[config.mk]
export PLATFORM = sky130hd
export DESIGN_NAME = ahb_lite_fir_filter
export DESIGN_NICKNAME = d
export VERILOG_FILES = /design/src/common/ahb_pkg.sv /design/src/common/fir_pkg.sv /design/src/design/ahb_lite_fir_filter.sv /design/src/design/ahb_lite_slave.sv /design/src/design/coefficient_loader.sv /design/src/fir_filter/fir_controller.sv /design/src/fir_filter/fir_datapath.sv
export SDC_FILE = /design/constraint.sdc
export NUM_CORES = 1
export LEC_CHECK = 0
export BUFFER_PORTS_ARGS = -buffer_cell sky130_fd_sc_hd__buf_2
export CORE_MARGIN = 2
export CORE_UTILIZATION = 26
export DETAILED_ROUTE_END_ITERATION = 10
export PLACE_DENSITY = 0.47
export SLEW_MARGIN = 20
export SYNTH_ARGS = -nofsm -noshare
export SYNTH_HDL_FRONTEND = slang
export SYNTH_HIERARCHICAL = 1
export SYNTH_SLANG_ARGS = --single-unit
[constraint.sdc]
create_clock -name clk -period 17.18 [get_ports clk]
set_input_delay 2.577 -clock clk [delete_from_list [all_inputs] [get_ports clk]]
set_output_delay 2.577 -clock clk [all_outputs]
set_load 0.02 [all_outputs]
[src/common/ahb_pkg.sv]
package ahb_pkg;

    // htrans encodings
    typedef logic [1:0] htrans_t;
    localparam htrans_t HTRANS_IDLE   = 2'b00;
    localparam htrans_t HTRANS_BUSY   = 2'b01;
    localparam htrans_t HTRANS_NONSEQ = 2'b10;
    localparam htrans_t HTRANS_SEQ    = 2'b11;

    // only byte and halfword transfers on the 16-bit bus
    typedef logic hsize_t;
    localparam hsize_t SIZE_BYTE = 1'b0;
    localparam hsize_t SIZE_HALF = 1'b1;

    // register map, two byte addresses per 16-bit register
    typedef logic [3:0] haddr_t;
    localparam haddr_t ADDR_STATUS_LO  = 4'd0;
    localparam haddr_t ADDR_STATUS_HI  = 4'd1;
    localparam haddr_t ADDR_RESULT_LO  = 4'd2;
    localparam haddr_t ADDR_RESULT_HI  = 4'd3;
    localparam haddr_t ADDR_SAMPLE_LO  = 4'd4;
    localparam haddr_t ADDR_SAMPLE_HI  = 4'd5;
    localparam haddr_t ADDR_COEFF_BASE = 4'd6;
    localparam haddr_t ADDR_NEW_COEFF  = 4'd14;

    // status word bit positions
    localparam int STATUS_BUSY_BIT = 0;
    localparam int STATUS_ERR_BIT  = 8;

endpackage

[src/common/fir_pkg.sv]
package fir_pkg;

    // number of filter taps, also the coefficient table depth
    localparam int NUM_TAPS = 4;

    // unsigned 16-bit word for samples, coefficients and results
    typedef logic [15:0] sample_t;

    // selects one of the four taps
    typedef logic [1:0] coeff_idx_t;

    // four 32-bit products summed without loss
    typedef logic [33:0] acc_t;

    // result is taken from bits 31:16 of the sum
    localparam int RESULT_LSB = 16;

endpackage

[src/design/ahb_lite_fir_filter.sv]
`timescale 1ns/1ns

module ahb_lite_fir_filter (
    input  logic             clk,
    input  logic             n_rst,
    input  logic             hsel,
    input  ahb_pkg::haddr_t  haddr,
    input  ahb_pkg::hsize_t  hsize,
    input  ahb_pkg::htrans_t htrans,
    input  logic             hwrite,
    input  logic [15:0]      hwdata,
    output logic [15:0]      hrdata,
    output logic             hresp
);

    import fir_pkg::*;

    // slave to filter
    sample_t    sample_data;
    sample_t    fir_coefficient;
    logic       data_ready;
    logic       new_coefficient_set;

    // loader
    coeff_idx_t coefficient_num;
    logic       load_coeff;
    logic       load_done;

    // controller to datapath
    logic       modwait;
    logic       shift_sample;
    logic       mac_en;
    coeff_idx_t tap_sel;
    logic       store_result;

    sample_t    fir_out;
    logic       err;

    ahb_lite_slave u_slave (
        .clk                 (clk),
        .n_rst               (n_rst),
        .hsel                (hsel),
        .haddr               (haddr),
        .hsize               (hsize),
        .htrans              (htrans),
        .hwrite              (hwrite),
        .hwdata              (hwdata),
        .modwait             (modwait),
        .fir_out             (fir_out),
        .err                 (err),
        .coefficient_num     (coefficient_num),
        .load_done           (load_done),
        .hrdata              (hrdata),
        .hresp               (hresp),
        .sample_data         (sample_data),
        .data_ready          (data_ready),
        .new_coefficient_set (new_coefficient_set),
        .fir_coefficient     (fir_coefficient)
    );

    coefficient_loader u_loader (
        .clk                 (clk),
        .n_rst               (n_rst),
        .new_coefficient_set (new_coefficient_set),
        .modwait             (modwait),
        .coefficient_num     (coefficient_num),
        .load_coeff          (load_coeff),
        .load_done           (load_done)
    );

    fir_controller u_controller (
        .clk          (clk),
        .n_rst        (n_rst),
        .data_ready   (data_ready),
        .load_coeff   (load_coeff),
        .modwait      (modwait),
        .shift_sample (shift_sample),
        .mac_en       (mac_en),
        .tap_sel      (tap_sel),
        .store_result (store_result)
    );

    fir_datapath u_datapath (
        .clk             (clk),
        .n_rst           (n_rst),
        .sample_data     (sample_data),
        .fir_coefficient (fir_coefficient),
        .coefficient_num (coefficient_num),
        .load_coeff      (load_coeff),
        .shift_sample    (shift_sample),
        .mac_en          (mac_en),
        .tap_sel         (tap_sel),
        .store_result    (store_result),
        .fir_out         (fir_out),
        .err             (err)
    );

endmodule

[src/design/ahb_lite_slave.sv]
`timescale 1ns/1ns

module ahb_lite_slave (
    input  logic                clk,
    input  logic                n_rst,
    input  logic                hsel,
    input  ahb_pkg::haddr_t     haddr,
    input  ahb_pkg::hsize_t     hsize,
    input  ahb_pkg::htrans_t    htrans,
    input  logic                hwrite,
    input  logic [15:0]         hwdata,
    input  logic                modwait,
    input  fir_pkg::sample_t    fir_out,
    input  logic                err,
    input  fir_pkg::coeff_idx_t coefficient_num,
    input  logic                load_done,
    output logic [15:0]         hrdata,
    output logic                hresp,
    output fir_pkg::sample_t    sample_data,
    output logic                data_ready,
    output logic                new_coefficient_set,
    output fir_pkg::sample_t    fir_coefficient
);

    import ahb_pkg::*;
    import fir_pkg::*;

    // address phase, held for the data phase
    logic    sel_q;
    haddr_t  addr_q;
    hsize_t  size_q;
    htrans_t trans_q;
    logic    write_q;

    sample_t coeff_table [NUM_TAPS];

    logic       xfer_active;
    logic       wr_en;
    logic       rd_en;
    logic       upper_lane;
    logic       is_sample;
    logic       is_coeff;
    haddr_t     coeff_offset;
    coeff_idx_t coeff_sel;
    sample_t    status_word;
    sample_t    wr_sample;
    sample_t    wr_coeff;

    // byte writes only touch the lane picked by the low address bit
    function automatic sample_t merge_lanes(
        sample_t     old_value,
        logic [15:0] wdata,
        hsize_t      size,
        logic        upper
    );
        sample_t merged;
        merged = old_value;
        if (size == SIZE_HALF) begin
            merged = wdata;
        end else if (upper) begin
            merged[15:8] = wdata[15:8];
        end else begin
            merged[7:0] = wdata[7:0];
        end
        return merged;
    endfunction

    // byte reads return their lane, the other lane reads zero
    function automatic logic [15:0] read_lanes(sample_t value, hsize_t size, logic upper);
        logic [15:0] lanes;
        lanes = value;
        if (size == SIZE_BYTE) begin
            lanes = upper ? {value[15:8], 8'h00} : {8'h00, value[7:0]};
        end
        return lanes;
    endfunction

    always_ff @(posedge clk, negedge n_rst) begin
        if (!n_rst) begin
            sel_q   <= 1'b0;
            addr_q  <= '0;
            size_q  <= SIZE_BYTE;
            trans_q <= HTRANS_IDLE;
            write_q <= 1'b0;
        end else begin
            sel_q   <= hsel;
            addr_q  <= haddr;
            size_q  <= hsize;
            trans_q <= htrans;
            write_q <= hwrite;
        end
    end

    // idle and busy transfers get no data phase
    assign xfer_active = sel_q && (trans_q == HTRANS_NONSEQ || trans_q == HTRANS_SEQ);
    assign wr_en = xfer_active && write_q;
    assign rd_en = xfer_active && !write_q;
    assign upper_lane = addr_q[0];

    assign is_sample = (addr_q == ADDR_SAMPLE_LO) || (addr_q == ADDR_SAMPLE_HI);
    assign is_coeff = (addr_q >= ADDR_COEFF_BASE) && (addr_q < ADDR_NEW_COEFF);
    assign coeff_offset = addr_q - ADDR_COEFF_BASE;
    assign coeff_sel = coeff_offset[2:1];

    // status and result are read-only
    assign hresp = wr_en && (addr_q <= ADDR_RESULT_HI);

    assign wr_sample = merge_lanes(sample_data, hwdata, size_q, upper_lane);
    assign wr_coeff = merge_lanes(coeff_table[coeff_sel], hwdata, size_q, upper_lane);

    // busy covers a pending coefficient load as well as a running sample
    always_comb begin
        status_word = '0;
        status_word[STATUS_BUSY_BIT] = new_coefficient_set || modwait;
        status_word[STATUS_ERR_BIT] = err;
    end

    always_comb begin
        hrdata = '0;
        if (rd_en) begin
            case (addr_q)
                ADDR_STATUS_LO, ADDR_STATUS_HI: begin
                    hrdata = read_lanes(status_word, size_q, upper_lane);
                end
                ADDR_RESULT_LO, ADDR_RESULT_HI: begin
                    hrdata = read_lanes(fir_out, size_q, upper_lane);
                end
                ADDR_SAMPLE_LO, ADDR_SAMPLE_HI: begin
                    hrdata = read_lanes(sample_data, size_q, upper_lane);
                end
                ADDR_NEW_COEFF: begin
                    hrdata = {15'd0, new_coefficient_set};
                end
                default: begin
                    if (is_coeff) begin
                        hrdata = read_lanes(coeff_table[coeff_sel], size_q, upper_lane);
                    end
                end
            endcase
        end
    end

    // loader picks its entry in the same cycle
    assign fir_coefficient = coeff_table[coefficient_num];

    always_ff @(posedge clk, negedge n_rst) begin
        if (!n_rst) begin
            for (int i = 0; i < NUM_TAPS; i++) begin
                coeff_table[i] <= '0;
            end
        end else if (wr_en && is_coeff) begin
            coeff_table[coeff_sel] <= wr_coeff;
        end
    end

    always_ff @(posedge clk, negedge n_rst) begin
        if (!n_rst) begin
            sample_data         <= '0;
            data_ready          <= 1'b0;
            new_coefficient_set <= 1'b0;
        end else begin
            if (wr_en && is_sample) begin
                sample_data <= wr_sample;
            end
            // only a full halfword write starts the filter
            if (wr_en && is_sample && size_q == SIZE_HALF) begin
                data_ready <= 1'b1;
            end else if (data_ready && !modwait && !new_coefficient_set) begin
                // controller takes the sample now, modwait rises next cycle
                data_ready <= 1'b0;
            end
            if (wr_en && addr_q == ADDR_NEW_COEFF) begin
                new_coefficient_set <= hwdata[0];
            end else if (load_done) begin
                new_coefficient_set <= 1'b0;
            end
        end
    end

endmodule

[src/design/coefficient_loader.sv]
`timescale 1ns/1ns

module coefficient_loader (
    input  logic                clk,
    input  logic                n_rst,
    input  logic                new_coefficient_set,
    input  logic                modwait,
    output fir_pkg::coeff_idx_t coefficient_num,
    output logic                load_coeff,
    output logic                load_done
);

    import fir_pkg::*;

    logic       active;
    logic       start;
    logic       last;
    coeff_idx_t count;

    // begin only between samples so taps never change mid computation
    assign start = !active && new_coefficient_set && !modwait;
    assign last = (count == coeff_idx_t'(NUM_TAPS - 1));

    // first step goes out in the start cycle
    assign load_coeff = start || active;
    assign load_done = load_coeff && last;
    assign coefficient_num = count;

    always_ff @(posedge clk, negedge n_rst) begin
        if (!n_rst) begin
            active <= 1'b0;
            count  <= '0;
        end else if (load_coeff) begin
            // wraps back to tap 0 after the last step
            count  <= count + 2'd1;
            active <= !last;
        end
    end

endmodule

[src/fir_filter/fir_controller.sv]
`timescale 1ns/1ns

module fir_controller (
    input  logic                clk,
    input  logic                n_rst,
    input  logic                data_ready,
    input  logic                load_coeff,
    output logic                modwait,
    output logic                shift_sample,
    output logic                mac_en,
    output fir_pkg::coeff_idx_t tap_sel,
    output logic                store_result
);

    import fir_pkg::*;

    typedef enum logic [1:0] {
        IDLE,
        ACCUM,
        STORE
    } state_t;

    state_t state;
    state_t state_next;
    logic   start;
    logic   last_tap;

    // a coefficient load in progress holds off new samples
    assign start = (state == IDLE) && data_ready && !modwait && !load_coeff;
    assign last_tap = (tap_sel == coeff_idx_t'(NUM_TAPS - 1));

    always_comb begin
        state_next = state;
        case (state)
            IDLE: begin
                if (start) begin
                    state_next = ACCUM;
                end
            end
            ACCUM: begin
                if (last_tap) begin
                    state_next = STORE;
                end
            end
            STORE: begin
                state_next = IDLE;
            end
            default: begin
                state_next = IDLE;
            end
        endcase
    end

    always_ff @(posedge clk, negedge n_rst) begin
        if (!n_rst) begin
            state   <= IDLE;
            tap_sel <= '0;
            modwait <= 1'b0;
        end else begin
            state <= state_next;
            if (start) begin
                tap_sel <= '0;
            end else if (mac_en) begin
                tap_sel <= tap_sel + 2'd1;
            end
            // high through the computation and any coefficient load
            modwait <= (state_next != IDLE) || load_coeff;
        end
    end

    // sample shifts in as the FSM leaves idle
    assign shift_sample = start;
    assign mac_en = (state == ACCUM);
    assign store_result = (state == STORE);

endmodule

[src/fir_filter/fir_datapath.sv]
`timescale 1ns/1ns

module fir_datapath (
    input  logic                clk,
    input  logic                n_rst,
    input  fir_pkg::sample_t    sample_data,
    input  fir_pkg::sample_t    fir_coefficient,
    input  fir_pkg::coeff_idx_t coefficient_num,
    input  logic                load_coeff,
    input  logic                shift_sample,
    input  logic                mac_en,
    input  fir_pkg::coeff_idx_t tap_sel,
    input  logic                store_result,
    output fir_pkg::sample_t    fir_out,
    output logic                err
);

    import fir_pkg::*;

    localparam int PROD_W = 2 * $bits(sample_t);

    sample_t           coeff [NUM_TAPS];
    sample_t           taps [NUM_TAPS];
    acc_t              acc;
    logic [PROD_W-1:0] product;

    // one tap per cycle through a single multiplier
    assign product = coeff[tap_sel] * taps[tap_sel];

    always_ff @(posedge clk, negedge n_rst) begin
        if (!n_rst) begin
            for (int i = 0; i < NUM_TAPS; i++) begin
                coeff[i] <= '0;
                taps[i]  <= '0;
            end
        end else begin
            if (load_coeff) begin
                coeff[coefficient_num] <= fir_coefficient;
            end
            // newest sample at position 0
            if (shift_sample) begin
                taps[0] <= sample_data;
                for (int i = 1; i < NUM_TAPS; i++) begin
                    taps[i] <= taps[i-1];
                end
            end
        end
    end

    always_ff @(posedge clk) begin
        if (shift_sample) begin
            acc <= '0;
        end else if (mac_en) begin
            acc <= acc + acc_t'(product);
        end
    end

    // overflow when the sum reaches 2^32
    always_ff @(posedge clk, negedge n_rst) begin
        if (!n_rst) begin
            fir_out <= '0;
            err     <= 1'b0;
        end else if (store_result) begin
            fir_out <= acc[RESULT_LSB +: $bits(sample_t)];
            err     <= |acc[$bits(acc_t)-1:PROD_W];
        end
    end

endmodule

After elaboration in Yosys (flattened, before gate mapping). Index checks and enable logic that the tools add are counted.

$add $sub $neg: 4. $mul: 1. Order comparisons: 8. Equal/unequal tests: 13. Mux-type cells: 44. Bitwise operators: 3. Reduce and logical (&&, ||, !) cells: 43.

Operators with widths (number): 16-bit 2-to-1 mux (21); 16-bit binary-select mux with 2-bit select (4); 64-bit bitwise mux (2); 16-bit demux with 2-bit select (2); 16-bit case mux with 4 select lines (1); 34-bit by 32-bit adder with 34-bit output (1); 16-bit by 16-bit multiplier with 32-bit output (1); 8-bit 2-to-1 mux (4); 1-bit logical AND (19); 2-bit == test (second input constant) (5); 2-bit nonzero test (5); 3-bit >= comparator (second input constant) (3); 9-bit 2-to-1 mux (1); 2-bit NOT with 3-bit output (3); 4-bit by 2-bit == test with 1-bit output (second input constant) (2); 4-bit by 3-bit == test with 1-bit output (second input constant) (2); 2-bit 2-to-1 mux (4); 2-bit OR reduction (4); 1-bit logical NOT (6); 3-bit by 1-bit < comparator with 1-bit output (second input constant) (2); 1-bit logical OR (5); 2-bit by 1-bit adder with 2-bit output (second input constant) (2); 4-bit by 1-bit == test with 1-bit output (second input constant) (1); 4-bit == test (second input constant) (1); 11 further kinds (15).

Register bits after elaboration: 278. Input port bits: 27. Output and inout port bits: 17. Word-level logic and storage cells: 145.

Longest topological paths before layout.
Word-level depth: 10. Mapped depth: 28. Mapped depth without buffers: 24.

Modules after synthesis. Netlist, hierarchy kept.

Modules (own cells, without submodules): fir_datapath (instances 1, cells each 1692, area an instance 17128.9 um2, sequential area each 4309.1 um2); ahb_lite_slave (instances 1, cells each 429, area an instance 4961.0 um2, sequential area each 2252.2 um2); fir_controller (instances 1, cells each 20, area an instance 239.0 um2, sequential area each 125.1 um2); coefficient_loader (instances 1, cells each 11, area an instance 147.6 um2, sequential area each 75.1 um2).

Worst setup path after synthesis. OpenSTA, ideal clock, no wires.

Kind: reg-to-reg. From: register u_controller.tap_sel[0]. To: register u_datapath.acc[33]. Data arrival time: 6680 ps. Slack: 10379 ps. Stages on the path, launching flop included: 26. Period minus slack after synthesis: 6801 ps. Path through: dfrtp_1 -> buf_2 -> buf_1 -> clkbuf_1 -> nand2_1 -> o21ai_1 -> clkbuf_1 -> nor2_1 -> fa_1 -> inv_1 -> fa_1 -> fa_1 -> inv_1 -> fa_1 -> fa_1 -> inv_1 -> fa_1 -> inv_1 -> ha_1 -> nand2_1 -> or3_1 -> nor2_1 -> a211oi_1 -> o21a_1 -> a211oi_1 -> mux2_2.

Word-level cells in the longest chain between the ends: 6.

RTL lines: start: declaration (RTL line fir_controller.sv:11) `output fir_pkg::coeff_idx_t tap_sel,`; start signal: assignment (RTL line fir_controller.sv:64) `tap_sel <= tap_sel + 2'd1;`; 2-bit NOT with 3-bit output (implied by the code) (*) (RTL line fir_datapath.sv:28) `assign product = coeff[tap_sel] * taps[tap_sel];`; 16-bit binary-select mux with 2-bit select (RTL line fir_datapath.sv:28); 16-bit 2-to-1 mux (implied by the code) (2 in a row) (RTL line fir_datapath.sv:28); 16-bit by 16-bit multiplier with 32-bit output (*) (RTL line fir_datapath.sv:28); 34-bit by 32-bit adder with 34-bit output (*) (RTL line fir_datapath.sv:54) `acc <= acc + acc_t'(product);`; end signal: assignment (RTL line fir_datapath.sv:54); end: declaration (RTL line fir_datapath.sv:24) `acc_t acc;`.

Mark *: on every way between the ends. The rest lies on a longest branch, timed or not. The select of a mux whose other input is x is not followed. A chain may end at the register's enable or synchronous reset.

Worst setup path after layout.
From: register u_controller.tap_sel[1]. To: register u_datapath.acc[32].

The elaborated chain is that of the path after synthesis.

==> flow_summary.ini <==
[worst_hold_path]
hp-start = u_datapath/acc[4]$_SDFFE_PP0P_
hold_path.class = reg -> reg
holdPathEnd = u_datapath/acc[4]$_SDFFE_PP0P_
min_path_cells = 2

[worst_setup_path]
worstReg2RegEnd = u_datapath/acc[32]$_SDFFE_PP0P_
end_kind = flip-flop
worstPathMaxFanout = 35
crit_type = reg -> reg
critPathLaunchType = flip-flop
worst-r2r-setup-slack_ns = 9.00
critical_path_arrival_ns = 8.61
required_ns = 17.61
reg2regPathDepth = 22
r2r_start = u_controller/tap_sel[1]$_DFFE_PN0P_

[sta]
worst_slew_margin_rel_pct = 15.9
grt_setup_unrepaired = false
skew_ns = 0.0257
tightest_slew_ns = 1.25
finalSetupTns_ns = 0
fin_crit_sh_pct = 47.6
timing.fmax_mhz = 122
fin_crit_ns = 8.18
setup_viol = 0
maxSlewViolCount = 0
hold_violations = 0

[placement]
placed_area_mm2 = 0.0238
place_inst = 3252
dp_hpwl_um = 46200
port_buffers = 42
gp_congestion = 0.849

[yosys]
synthAdderAreaFrac_pct = 26.5
synth_top_area_share_pct = 27.1
synth-xor-area-share_pct = 0.857
postSynthAreaPerCell_um2 = 10.4
syn_nets = 2519
syn_inst = 2152
synth_edf_count = 0
synth-seq-cells = 277
muxShareOfSynthArea_pct = 16.7
synth_cell_types = 82
yosysSeqAreaShare_pct = 30.1
yosysTopAreaCell = dfrtp_1
async_reset_ff_share_pct = 87.7
synth_top_family_by_area = adder cells
ys.flop_type = dfrtp_1
yosys_warnings = 6
synthTopCellsByArea = dfrtp_1, fa_1, mux2_2
synth_compound_area_share_pct = 7.64
synth-simple-area-share_pct = 10.6
netlist_area_mm2 = 0.0225

[cts]
cts.clk_slew.worst_paths_ns = 0.07
cts_tree = yes
root_buffer = clkbuf_16
cts.htree.levels = 2
post_cts_buffers = 0
ctsHoldBuffers = 0
worstSkewPairLatency_ns = 0.57
clock-sinks = 277
clk_path_buf_depth = 3
numCtsBuffers = 34
post_cts_resized = 0

[global_route]
grt_max_degree = 95
gr-usage-all-layers_pct = 13.9
antenna_found_initial = 0
grt-ovfl-total = 0
grt_pass1_wl_um = 96200
grt_pass1_vias = 16389

[floorplan]
die_x_um = 298
rows = 107
die_h_um = 298
io_pins = 44
die-area_mm2 = 0.0888
start_util_pct = 26.3
core_area_mm2 = 0.0854

[finish]
final_nets = 2511
drive_above_1_share_pct = 16.8
area_growth_pct = 11.5
finish.instance_area_mm2 = 0.0251
n_antenna_cell = 0
layoutNonFillerInstCount = 3314
utilization_pct = 29.3

[routing]
drt_wl_total_um = 60700
wl_met3_um = 2290
final_antenna_net_count = 0
highest_layer = met4
wl_per_cell_um = 18.3
num_vias = 15441
drt_iter0_drc = 832
wl_met1_um = 28100
met2_length_um = 29000
viasPerCell = 4.66
drc = 0
dr.pass1.iters = 8

[job]
max-cap-violations = 0

[status]
status = complete, no violations
[synthesized netlist by cell type (all sizes together), types with 5 or more instances]
| library cell | count |
|---|---|
| o21ai | 119 |
| buf | 45 |
| and2 | 53 |
| dfxtp | 34 |
| a22o | 14 |
| nor3b | 5 |
| clkbuf | 54 |
| nand3 | 8 |
| mux4 | 48 |
| mux2i | 48 |
| a21oi | 54 |
| xnor2 | 14 |
| a211oi | 6 |
| inv | 336 |
| a21o | 10 |
| nor2 | 113 |
| dfrtp | 243 |
| nand2 | 282 |
| o21a | 23 |
| nand2b | 9 |
| mux2 | 179 |
| nor2b | 10 |
| o211ai | 8 |
| nand4 | 7 |
| nor3 | 11 |
| xor2 | 8 |
| ha | 114 |
| fa | 226 |
[through the flow]
| step | worst slack, ns | hold WS, ns |
|---|---|---|
| final | 9.00 | 0.479 |
| after global routing | 8.73 | 0.512 |
| after CTS | 8.98 | 0.482 |
| after detailed placement | 8.98 | 0.467 |
| after global placement | 8.97 | 0.466 |
| after floorplan | 10.38 | 0.437 |
[registers in the layout (all words and copies together) (netlist names)]
register,flops
u_controller/modwait,1
u_controller/state,2
u_controller/tap_sel,2
u_datapath/acc,34
u_datapath/coeff,64
u_datapath/err,1
u_datapath/fir_out,16
u_datapath/taps,64
u_loader/active,1
u_loader/coefficient_num,2
u_slave/addr_q,4
u_slave/coeff_table,64
u_slave/data_ready,1
u_slave/new_coefficient_set,1
u_slave/sample_data,16
u_slave/sel_q,1
u_slave/size_q,1
u_slave/trans_q,1
u_slave/write_q,1
[cell usage in the layout (no fill, tap or decap), drive strengths merged, types with 46 or more instances in the layout]
master / Yosys / layout
fa: 226 / 226
a21oi: 54 / 54
buf: 45 / 55
nand2: 282 / 282
mux2: 179 / 179
clkbuf: 54 / 46
and2: 53 / 53
mux4: 48 / 48
ha: 114 / 114
nor2: 113 / 113
mux2i: 48 / 48
dfrtp: 243 / 243
inv: 336 / 338
o21ai: 119 / 119
[cell type report]
type	count	area, um2
Inverter	337	1260
Clock inverter	16	282
Tap cell	1144	1430
Timing Repair Buffer	55	322
Multi-Input combinational cell	1439	14000
Fill cell	9018	60300
Sequential cell	277	6760
Clock buffer	46	956
[worst max-delay path: stages (launching register included)]
cell and delay [ns]:
dfrtp_2 0.64, buf_4 0.56, mux2_2 0.41, o21ai_0 0.96
nor2_1 0.12, fa_1 0.53, inv_1 0.05, fa_1 0.39
fa_1 0.55, inv_1 0.06, fa_1 0.45, fa_1 0.51
inv_1 0.05, fa_1 0.47, inv_1 0.04, ha_1 0.39
nand2_1 0.15, or4_1 0.52, a21o_1 0.25, a41oi_2 0.44
a41oi_1 0.22, xor2_1 0.17, o21ai_1 0.07
[routing by layer]
metal,track usage [%],up-vias
met2,23.2,288
met5,0,-
met3,1.70,66
li1,-,7026
met4,3.54,0
met1,19.1,8061
[cell families after synthesis]
family          count (synthesis)
fa+ha+maj                     340
compound gates                272
xor+xnor                       22
simple gates                  530
mux                           275
flops                         277
buf+inv                       436
[how the worst max path moves through the flow]
stage | startpoint | end | slack, ns | cells past startpoint
CTS | u_controller/tap_sel[1]$_DFFE_PN0P_ | u_datapath/acc[32]$_SDFFE_PP0P_ | 8.98 | 22
finish | u_controller/tap_sel[1]$_DFFE_PN0P_ | u_datapath/acc[32]$_SDFFE_PP0P_ | 9.00 | 22
floorplan | u_controller/tap_sel[0]$_DFFE_PN0P_ | u_datapath/acc[33]$_SDFFE_PP0P_ | 10.38 | 25
global placement | u_controller/tap_sel[1]$_DFFE_PN0P_ | u_datapath/acc[32]$_SDFFE_PP0P_ | 8.97 | 22
detailed placement | u_controller/tap_sel[1]$_DFFE_PN0P_ | u_datapath/acc[32]$_SDFFE_PP0P_ | 8.98 | 22
global route | u_controller/tap_sel[1]$_DFFE_PN0P_ | u_datapath/acc[32]$_SDFFE_PP0P_ | 8.73 | 22
Power is not shown: default switching activity piles up to over one toggle a cycle in this logic, so the estimate is an artifact.
